==> src/reg_map_pkg.sv <==
// register map of the board control block
// widths, address map, firmware type code and reset values
package reg_map_pkg;

    // ----------------------------
    // widths
    // ----------------------------
    localparam int reg_dwidth       = 16;
    localparam int reg_awidth       = 7;
    localparam int eth_ports        = 4;
    localparam int cnt_width        = 32;   // rx crc error counter
    localparam int test_array_count = 8;

    // ----------------------------
    // address map
    // ----------------------------
    localparam logic [reg_awidth-1:0] rreg_fw_date    = 7'h00;  // low word, high at +1
    localparam logic [reg_awidth-1:0] rreg_fw_time    = 7'h02;  // low word, high at +1
    localparam logic [reg_awidth-1:0] rreg_fw_type    = 7'h04;
    localparam logic [reg_awidth-1:0] rreg_mac_link   = 7'h05;  // bits 3..0
    localparam logic [reg_awidth-1:0] reg_phy_rst     = 7'h06;  // bits 3..0, low holds phy
    localparam logic [reg_awidth-1:0] reg_mdio_clk    = 7'h07;
    localparam logic [reg_awidth-1:0] reg_mdio_dout   = 7'h08;
    localparam logic [reg_awidth-1:0] reg_mdio_dir    = 7'h09;  // 1 drives the pin
    localparam logic [reg_awidth-1:0] rreg_mdio_din   = 7'h0A;
    localparam logic [reg_awidth-1:0] rreg_rxerr_base = 7'h0B;  // port n at base+2n
    localparam logic [reg_awidth-1:0] rreg_rxerr_last = 7'h12;
    localparam logic [reg_awidth-1:0] reg_test_base   = 7'h20;
    localparam logic [reg_awidth-1:0] reg_test_last   = 7'h27;  // base + count - 1

    localparam logic [reg_dwidth-1:0] fw_type_code = 16'h0001;

    // ----------------------------
    // reset values
    // ----------------------------
    localparam logic [eth_ports-1:0]  phy_rst_init = '0;    // all phys held in reset
    localparam logic                  mdio_init    = 1'b0;  // mdc low, pin released
    localparam logic [reg_dwidth-1:0] test_init    = '0;

endpackage

==> src/spi_frame_pkg.sv <==
// spi frame layout of the register slave
// frame length, field positions and synchronizer depth
package spi_frame_pkg;

    localparam int frame_bits  = 24;
    localparam int cmd_bits    = 8;     // read flag + address

    // field positions inside the frame
    localparam int rd_flag_pos = 23;
    localparam int addr_msb    = 22;
    localparam int addr_lsb    = 16;

    localparam int sync_stages = 2;     // sclk, cs and mosi

endpackage

==> src/spi_reg_slave.sv <==
`timescale 1ns/1ps
// spi mode 0 register slave, oversampled in reg_clk
// frame: read flag, 7-bit address, 16-bit data, msb first
module spi_reg_slave (
    input  logic                              reg_clk,
    input  logic                              rst_n_i,
    input  logic                              spi_clk_i,
    input  logic                              spi_cs_i,
    input  logic                              spi_mosi_i,
    output logic                              spi_miso_o,
    input  logic [reg_map_pkg::reg_dwidth-1:0] rd_data_i,
    output logic                              wr_en_o,
    output logic [reg_map_pkg::reg_awidth-1:0] wr_addr_o,
    output logic [reg_map_pkg::reg_dwidth-1:0] wr_data_o,
    output logic [reg_map_pkg::reg_awidth-1:0] rd_addr_o
);

    localparam int ss    = spi_frame_pkg::sync_stages;
    localparam int fbits = spi_frame_pkg::frame_bits;
    localparam int cnt_w = $clog2(fbits + 1);
    localparam int dw    = reg_map_pkg::reg_dwidth;
    // address msb once only the command byte is in
    localparam int cmd_addr_msb = spi_frame_pkg::addr_msb - (fbits - spi_frame_pkg::cmd_bits);
    localparam logic [cnt_w-1:0] cmd_last  = cnt_w'(spi_frame_pkg::cmd_bits - 1);
    localparam logic [cnt_w-1:0] cmd_end   = cnt_w'(spi_frame_pkg::cmd_bits);
    localparam logic [cnt_w-1:0] frame_last = cnt_w'(fbits - 1);
    localparam logic [cnt_w-1:0] frame_end  = cnt_w'(fbits);

    logic [ss-1:0]    sclk_sync;
    logic [ss-1:0]    cs_sync;
    logic [ss-1:0]    mosi_sync;
    logic             sclk_d;
    logic             sclk_rise;
    logic             sclk_fall;
    logic             cs_idle;
    logic [cnt_w-1:0] bit_cnt;
    logic [fbits-1:0] shift_q;
    logic [dw-1:0]    tx_q;
    logic             cmd_done;
    logic             frame_done;
    logic             wr_req;

    // ----------------------------
    // input synchronizers
    // ----------------------------
    always_ff @(posedge reg_clk or negedge rst_n_i) begin
        if (!rst_n_i) begin
            sclk_sync <= '0;
            cs_sync   <= '1;    // deselected
            mosi_sync <= '0;
            sclk_d    <= 1'b0;
        end else begin
            sclk_sync <= {sclk_sync[ss-2:0], spi_clk_i};
            cs_sync   <= {cs_sync[ss-2:0], spi_cs_i};
            mosi_sync <= {mosi_sync[ss-2:0], spi_mosi_i};
            sclk_d    <= sclk_sync[ss-1];
        end
    end

    assign sclk_rise = sclk_sync[ss-1] & ~sclk_d;
    assign sclk_fall = ~sclk_sync[ss-1] & sclk_d;
    assign cs_idle   = cs_sync[ss-1];

    // ----------------------------
    // bit counter and frame shifter
    // ----------------------------
    always_ff @(posedge reg_clk or negedge rst_n_i) begin
        if (!rst_n_i) begin
            bit_cnt    <= '0;
            cmd_done   <= 1'b0;
            frame_done <= 1'b0;
        end else if (cs_idle) begin
            bit_cnt    <= '0;   // drops a cut frame
            cmd_done   <= 1'b0;
            frame_done <= 1'b0;
        end else begin
            cmd_done   <= sclk_rise && (bit_cnt == cmd_last);
            frame_done <= sclk_rise && (bit_cnt == frame_last);
            if (sclk_rise && bit_cnt != frame_end) begin
                bit_cnt <= bit_cnt + 1'b1;
            end
        end
    end

    always_ff @(posedge reg_clk) begin
        if (!cs_idle && sclk_rise) begin
            shift_q <= {shift_q[fbits-2:0], mosi_sync[ss-1]};
        end
    end

    assign rd_addr_o = shift_q[cmd_addr_msb -: reg_map_pkg::reg_awidth];

    // ----------------------------
    // write strobe, 3 cycles after the last rise
    // ----------------------------
    always_ff @(posedge reg_clk or negedge rst_n_i) begin
        if (!rst_n_i) begin
            wr_req  <= 1'b0;
            wr_en_o <= 1'b0;
        end else begin
            wr_req  <= frame_done & ~shift_q[spi_frame_pkg::rd_flag_pos] & ~cs_idle;
            wr_en_o <= wr_req;
        end
    end

    always_ff @(posedge reg_clk) begin
        if (frame_done) begin
            wr_addr_o <= shift_q[spi_frame_pkg::addr_msb:spi_frame_pkg::addr_lsb];
            wr_data_o <= shift_q[dw-1:0];
        end
    end

    // read word goes out on falling edges
    always_ff @(posedge reg_clk or negedge rst_n_i) begin
        if (!rst_n_i) begin
            tx_q       <= '0;
            spi_miso_o <= 1'b0;
        end else if (cs_idle) begin
            tx_q       <= '0;
            spi_miso_o <= 1'b0;
        end else if (cmd_done) begin
            tx_q <= shift_q[spi_frame_pkg::cmd_bits-1] ? rd_data_i : '0;    // read flag
        end else if (sclk_fall && bit_cnt >= cmd_end) begin
            spi_miso_o <= tx_q[dw-1];
            tx_q       <= {tx_q[dw-2:0], 1'b0};
        end
    end

endmodule

==> config.mk <==
export PLATFORM = sky130hd
export DESIGN_NAME = spi_reg_slave
export DESIGN_NICKNAME = d
export VERILOG_FILES = /design/src/reg_map_pkg.sv /design/src/spi_frame_pkg.sv /design/src/spi_reg_slave.sv
export SDC_FILE = /design/constraint.sdc
export NUM_CORES = 1
export LEC_CHECK = 0
export ABC_AREA = 1
export ABC_CLOCK_PERIOD_IN_PS = 1510
export BUFFER_PORTS_ARGS = -buffer_cell sky130_fd_sc_hd__buf_2
export CORE_UTILIZATION = 50
export CTS_CLUSTER_DIAMETER = 200
export CTS_CLUSTER_SIZE = 10
export DETAILED_ROUTE_END_ITERATION = 10
export PLACE_DENSITY = 0.8
export SLEW_MARGIN = 25
export SYNTH_ARGS = -nofsm -noshare
export SYNTH_HDL_FRONTEND = slang
export SYNTH_SLANG_ARGS = --single-unit
==> constraint.sdc <==
create_clock -name reg_clk -period 1.51 [get_ports reg_clk]
set_clock_uncertainty 0.05 [all_clocks]
set_input_delay 0 -clock reg_clk [delete_from_list [all_inputs] [get_ports reg_clk]]
set_output_delay 0 -clock reg_clk [all_outputs]
set_load 0.02 [all_outputs]
Word level (Yosys, flattened, before mapping)
Index checks and enable logic that the tools add are counted.
{"block": "classes", "n_bitwise": 8, "n_lt_le_gt_ge": 1, "n_mux": 11, "reduce_logical": 10, "n_eq_ne": 4, "addsub": 1}
{"operator": "2-to-1 mux 16 bit", "count": 4}
{"operator": "2-to-1 mux 5 bit", "count": 2}
{"operator": "adder 5 x 1 -> 5 bit, second input constant", "count": 1}
{"operator": "equality test 5 x 3 -> 1 bit, second input constant", "count": 1}
{"operator": "equality test 5 bit, second input constant", "count": 1}
{"operator": "greater-or-equal comparator 5 x 4 -> 1 bit, second input constant", "count": 1}
{"operator": "logical AND 1 bit", "count": 5}
{"operator": "2-to-1 mux 1 bit", "count": 5}
{"operator": "inequality test 5 bit, second input constant", "count": 1}
{"operator": "AND 1 bit", "count": 4}
{"operator": "NOT 1 bit", "count": 4}
{"operator": "nonzero test 2 bit", "count": 2}
{"operator": "nonzero test 3 bit", "count": 1}
{"operator": "inequality test 2 bit, second input constant", "count": 1}
{"operator": "AND reduction 2 bit", "count": 1}
{"operator": "logical NOT 1 bit", "count": 1}
{"block": "word_totals", "input_bits": 21, "out_inout_bits": 32, "register_bits": 80, "wordCells": 49}

Depth between registers and ports, before layout
{"block": "logic_depth", "word_depth": 6, "mapped_depth": 8}

Least setup slack after synthesis
Ideal clock, no wire load.
{"block": "synth_timing", "kind": "register to register", "from": "register sclk_sync[1]", "to": "register shift_q[0], enable pin", "required_ns": 1.081, "slack_ns": -0.156, "setup_ns": 0.379, "n_path_buf": 0, "arrival_ns": 1.237, "path_stages_with_launch": 5, "path_cell_list": "dfrtp_1 -> inv_1 -> nor2_2 -> nand2_1 -> inv_1"}
{"block": "synth_via", "elab_chain_cells": 2}
{"item": "from (decl)", "line": "spi_reg_slave.sv:29", "rtl": "logic [ss-1:0] sclk_sync;"}
{"item": "from (signal assigned)", "line": "spi_reg_slave.sv:53", "rtl": "sclk_sync <= {sclk_sync[ss-2:0], spi_clk_i};"}
{"item": "AND 1 bit", "line": "spi_reg_slave.sv:60", "rtl": "assign sclk_rise = sclk_sync[ss-1] & ~sclk_d;"}
{"item": "logical AND 1 bit", "line": "spi_reg_slave.sv:86", "rtl": "if (!cs_idle && sclk_rise) begin"}
{"item": "to (signal assigned)", "line": "spi_reg_slave.sv:87", "rtl": "shift_q <= {shift_q[fbits-2:0], mosi_sync[ss-1]};"}
{"item": "to (decl)", "line": "spi_reg_slave.sv:37", "rtl": "logic [fbits-1:0] shift_q;"}
Every way passes these cells.
A chain may end at the register's enable or synchronous reset.

Final worst setup path
{"block": "layout_timing", "from": "register bit_cnt[1]", "to": "register bit_cnt[4]"}
{"block": "layout_via", "elab_chain_cells": 3, "elab_cells_between_ends": 6}
{"item": "from (decl)", "line": "spi_reg_slave.sv:36", "rtl": "logic [cnt_w-1:0] bit_cnt;"}
{"item": "from (signal assigned)", "line": "spi_reg_slave.sv:80", "rtl": "bit_cnt <= bit_cnt + 1'b1;"}
{"item": "adder 5 x 1 -> 5 bit / inequality test 5 bit (equally long branches)", "line": "spi_reg_slave.sv:80, spi_reg_slave.sv:79"}
{"item": "2-to-1 mux 5 bit / logical AND 1 bit (equally long branches)", "line": "spi_reg_slave.sv:79", "rtl": "if (sclk_rise && bit_cnt != frame_end) begin"}
{"item": "2-to-1 mux 5 bit / nonzero test 2 bit (equally long branches)"}
Several ways; a longest one is shown, not always the timed one. The select of a mux whose other input is x is not followed.

==> impl.org <==
** Clocking
- Clock-pin slew was measured on the worst setup and hold paths at 0.07 ns.
- CTS tree :: done
- Clock root buffer master :: clkbuf_8
- CTS sink cnt :: 80
- In this run, CTS created clock tree buffers numbering 9.
- The H-tree was split into 3 levels.
- Latest clock arrival within the worst-skew pair :: 0.33 ns
- Number of buffers on the longest clock path :: 2

** Drt
- Summed over all layers, the routed wires come to 5.383 mm.
- DR WL/cell :: 13.29 µm
- For this run, design rule violations remaining after detail routing come to 0.
- Drt via density :: 4.916
- The pre-antenna-repair detailed-routing pass consisted of 4 iterations.
- Residual antenna-violating net count after detailed routing :: 0
- The first routing iteration left 122 violations.
- The routed layout has 1991 vias.

** STA
- Timing would allow up to 710.5 MHz.
- After routing, the total negative slack on setup checks comes to 0 ns.
- Number of pins exceeding their max-slew limit in the final report :: 0
- RSZ-0062 raised after global routing :: no
- Measured against its own limit, the worst slew margin works out to 0.7221.
- Final Hold Violating Endpoints :: 0
- Final period demand of the worst path :: 1.407 ns
- Hold timing on the final database bottoms out at a slack of 0.1732 ns.
- Final setup violation count :: 0
- At the pin with the least slew margin, the transition time is 0.4169 ns.
- In the finished design, the share of the clock period the worst path needs comes to 0.9321.

** GRT
- First-pass GRT wire length :: 8.349 mm
- Number of antenna violations at the first check in global routing :: 0
- Entering global routing, the biggest net connects 34 pins.
- Vias in the first global route :: 1861
- Summed over all layers, the global routing overflow is 0.
- For this run, the total global-route usage over all layers was measured as 0.1767.

** Synthesis
- After synthesis, the mean cell area works out to 12.51 µm².
- For this run, the register share of the synthesized area comes to 0.7192.
- Post-synth EDFFs :: 47
- Warnings, synthesis :: 0
- Cell area after synthesis :: 0.003114 mm²
- Distinct cell type count after synthesis :: 29
- The number of nets handed over by synthesis was 272.
- Synthesized netlist cell count :: 249
- For this run, the leading register cell type out of synthesis is edfxtp_1.
- For this run, asynchronously set or reset flops after synthesis account for 0.4125.
- Synthesized flop and latch total :: 80

** Finish
- Once layout is complete, the cells apart from fillers number 405.
- Leading cell type in the layout, fill and taps excluded :: nand2_1
- The repair_antennas step left the layout with diodes totalling 0.
- Final Net Count :: 349
- Final std cell area, no fill :: 0.003831 mm²
- Commonest non-fill, non-tap cells in the layout :: nand2_1, buf_2, edfxtp_1
- Relative to the synthesized area, the layout overhead comes to 23.02%.
- In the final layout, the share of cells above drive strength 1 is 0.3364.

** Setup path
- Startpoint type of the worst setup path :: flop
- The worst setup path is captured at a flop.
- Critical Path AT :: 1.58 ns
- FF-to-FF Start :: bit_cnt[1]$_DFFE_PN0P_
- Crit Path Category :: flop to flop
- For this run, the slowest stage of the critical path takes 0.44 ns.
- Critical path peak fanout :: 5
- In this design, the critical path's most frequently occurring cell is nand2_1.
- Launching element of the worst setup path :: bit_cnt[1]$_DFFE_PN0P_
- The critical path goes through inv_1 > ha_1 > nand4_1 > nand2_2 > nand2_1 > nand2_1 > nand2_1.
- At the worst endpoint, the required time is 1.68 ns.
- Slowest cell on the critical path :: dfrtp_1

** Placement
- During placement, the flow inserted port buffers numbering 52.
- Number of placed cells counting well taps :: 367
- Final Wtd Congestion :: 0.8409
- Summing all placed instances gives a cell area of 0.003423 mm².
- After legalization and detailed placement, the total HPWL measured 3.425 mm.

** Pwr
- Share of power burned in the clock network :: 0.369
- Worst vdd ir :: 735.7 µV
- Internal portion of total power :: 3.181 mW
- Static leakage :: 1.644 nW
- Logic pwr share :: 0.046
- Fraction of power consumed by sequential logic :: 0.586
- Dividing total power by cell area gives a power density of 1050 mW/mm².
- Switching share of total power :: 0.2092
- Psw :: 841.3 µW

** Job
- Number of violations of the max-capacitance limit :: 0

** Floorplanning
- Width of the die :: 80.92 µm
- Die ar. :: 0.006548 mm²
- Initial standard-cell utilization of the core :: 0.5229
- Measured along the y axis, the die boundary spans 80.92 µm.
- The floorplan step defined a core boundary enclosing 0.005956 mm².
- Core Rows :: 28
- # IOs :: 53

** Worst hold path
- Min-Delay Path Class :: input port to asynchronous set/reset pin

** Status
- The flow ran to the end, and the final reports show no timing, DRC or antenna violations.
synthesized netlist by cell type, types with 2 or more instances:
| cell type | number | area share |
|---|---|---|
| a21oi_1 | 15 | 0.024 |
| buf_2 | 3 | 0.0048 |
| buf_4 | 8 | 0.019 |
| clkbuf_1 | 2 | 0.0024 |
| dfrtp_1 | 31 | 0.25 |
| dfstp_2 | 2 | 0.017 |
| edfxtp_1 | 47 | 0.45 |
| ha_1 | 2 | 0.0080 |
| inv_1 | 6 | 0.0072 |
| inv_2 | 4 | 0.0048 |
| nand2_1 | 76 | 0.092 |
| nand2_2 | 21 | 0.042 |
| nand2_4 | 2 | 0.0072 |
| nand3_1 | 9 | 0.014 |
| nand4_1 | 4 | 0.0080 |
| nor2_1 | 3 | 0.0036 |
| nor3b_1 | 2 | 0.0048 |
path summary, 6_finish.rpt:
| path | cells past startpoint | to | slack, ns |
|---|---|---|---|
| worst min-delay path | 3 | sclk_sync[0]$_DFF_PN0_ | 0.17 |
| worst min register to register | 0 | sclk_sync[1]$_DFF_PN0_ | 0.30 |
| max in group asynchronous | 3 | cs_sync[1]$_DFF_PN1_ | 0.91 |
| min in group reg_clk | 2 | cs_sync[0]$_DFF_PN1_ | 0.26 |
| worst max register to register | 7 | bit_cnt[4]$_DFFE_PN0P_ | 0.10 |
| worst max-delay path | 7 | bit_cnt[4]$_DFFE_PN0P_ | 0.10 |
area by class of cell:
type                       count  area (µm²)
clock buffer                  10       127.6
fill                         438        2125
inverter                      12       56.30
sequential                    80        2240
tap                           75       93.84
multi-input combinational    142       715.7
clock inverter                 5       57.56
timing repair buffer          81       540.5
power groups by stage:
stage	sequential, mW	combinational [mW]	clock, mW
floorplan	2.40	0.0816	0
global placement	2.40	0.134	0
detailed placement	2.40	0.137	0
CTS	2.36	0.177	1.52
global route	2.36	0.201	1.62
finish	2.36	0.185	1.48
timing repair:
item                                    4_1_cts  5_1_grt
resized for setup                             0        0
hold buffers                                 20        0
hold endpoints to repair                     52        0
buffers inserted                              0        3
endpoints found under the setup margin        0        3
sequential cells by signal, indices dropped and copies added (netlist names):
signal      flops
wr_req          1
bit_cnt         5
frame_done      1
sclk_sync       2
sclk_d          1
wr_en_o         1
cmd_done        1
wr_data_o      16
spi_miso_o      1
cs_sync         2
mosi_sync       2
shift_q        24
wr_addr_o       7
tx_q           16
worst max-delay path: cells and delay by family, from the launching register on:
family,cells,cell delay [ns]
buffers and inverters,1,0.08
flip-flops,1,0.44
adder cells (fa/ha/maj),1,0.14
AND/OR/NAND/NOR,5,0.59
stage by stage:
step,utilization,setup WS [ns],total power [mW]
floorplan,-,0.0001147,2.481
global placement,0.5748,0.1573,2.536
detailed placement,0.5748,0.05841,2.541
CTS,0.6395,0.04877,4.056
global route,0.6433,0.005855,4.183
finish,0.6433,0.1026,4.023
metal layers:
| layer | part of all wire | vias to the layer above | track usage |
|---|---|---|---|
| met5 | 0 | - | 0 |
| met4 | 0.018 | 0 | 0.08750 |
| met3 | 0.048 | 10 | 0.05169 |
| met2 | 0.49 | 69 | 0.2756 |
| met1 | 0.44 | 943 | 0.2262 |
| li1 | - | 969 | - |
logic make-up (layout without fill, tap and decap cells):
| group | Yosys count | after routing | synth area share |
|---|---|---|---|
| adders and majority gates | 2 | 2 | 0.008034 |
| buffers and inverters | 27 | 108 | 0.05344 |
| and+or+nand+nor | 123 | 123 | 0.1920 |
| AOI/OAI and AO/OA | 17 | 17 | 0.02732 |
| DFF | 80 | 80 | 0.7192 |
No activity file was read; power rests on OpenSTA's default activity.
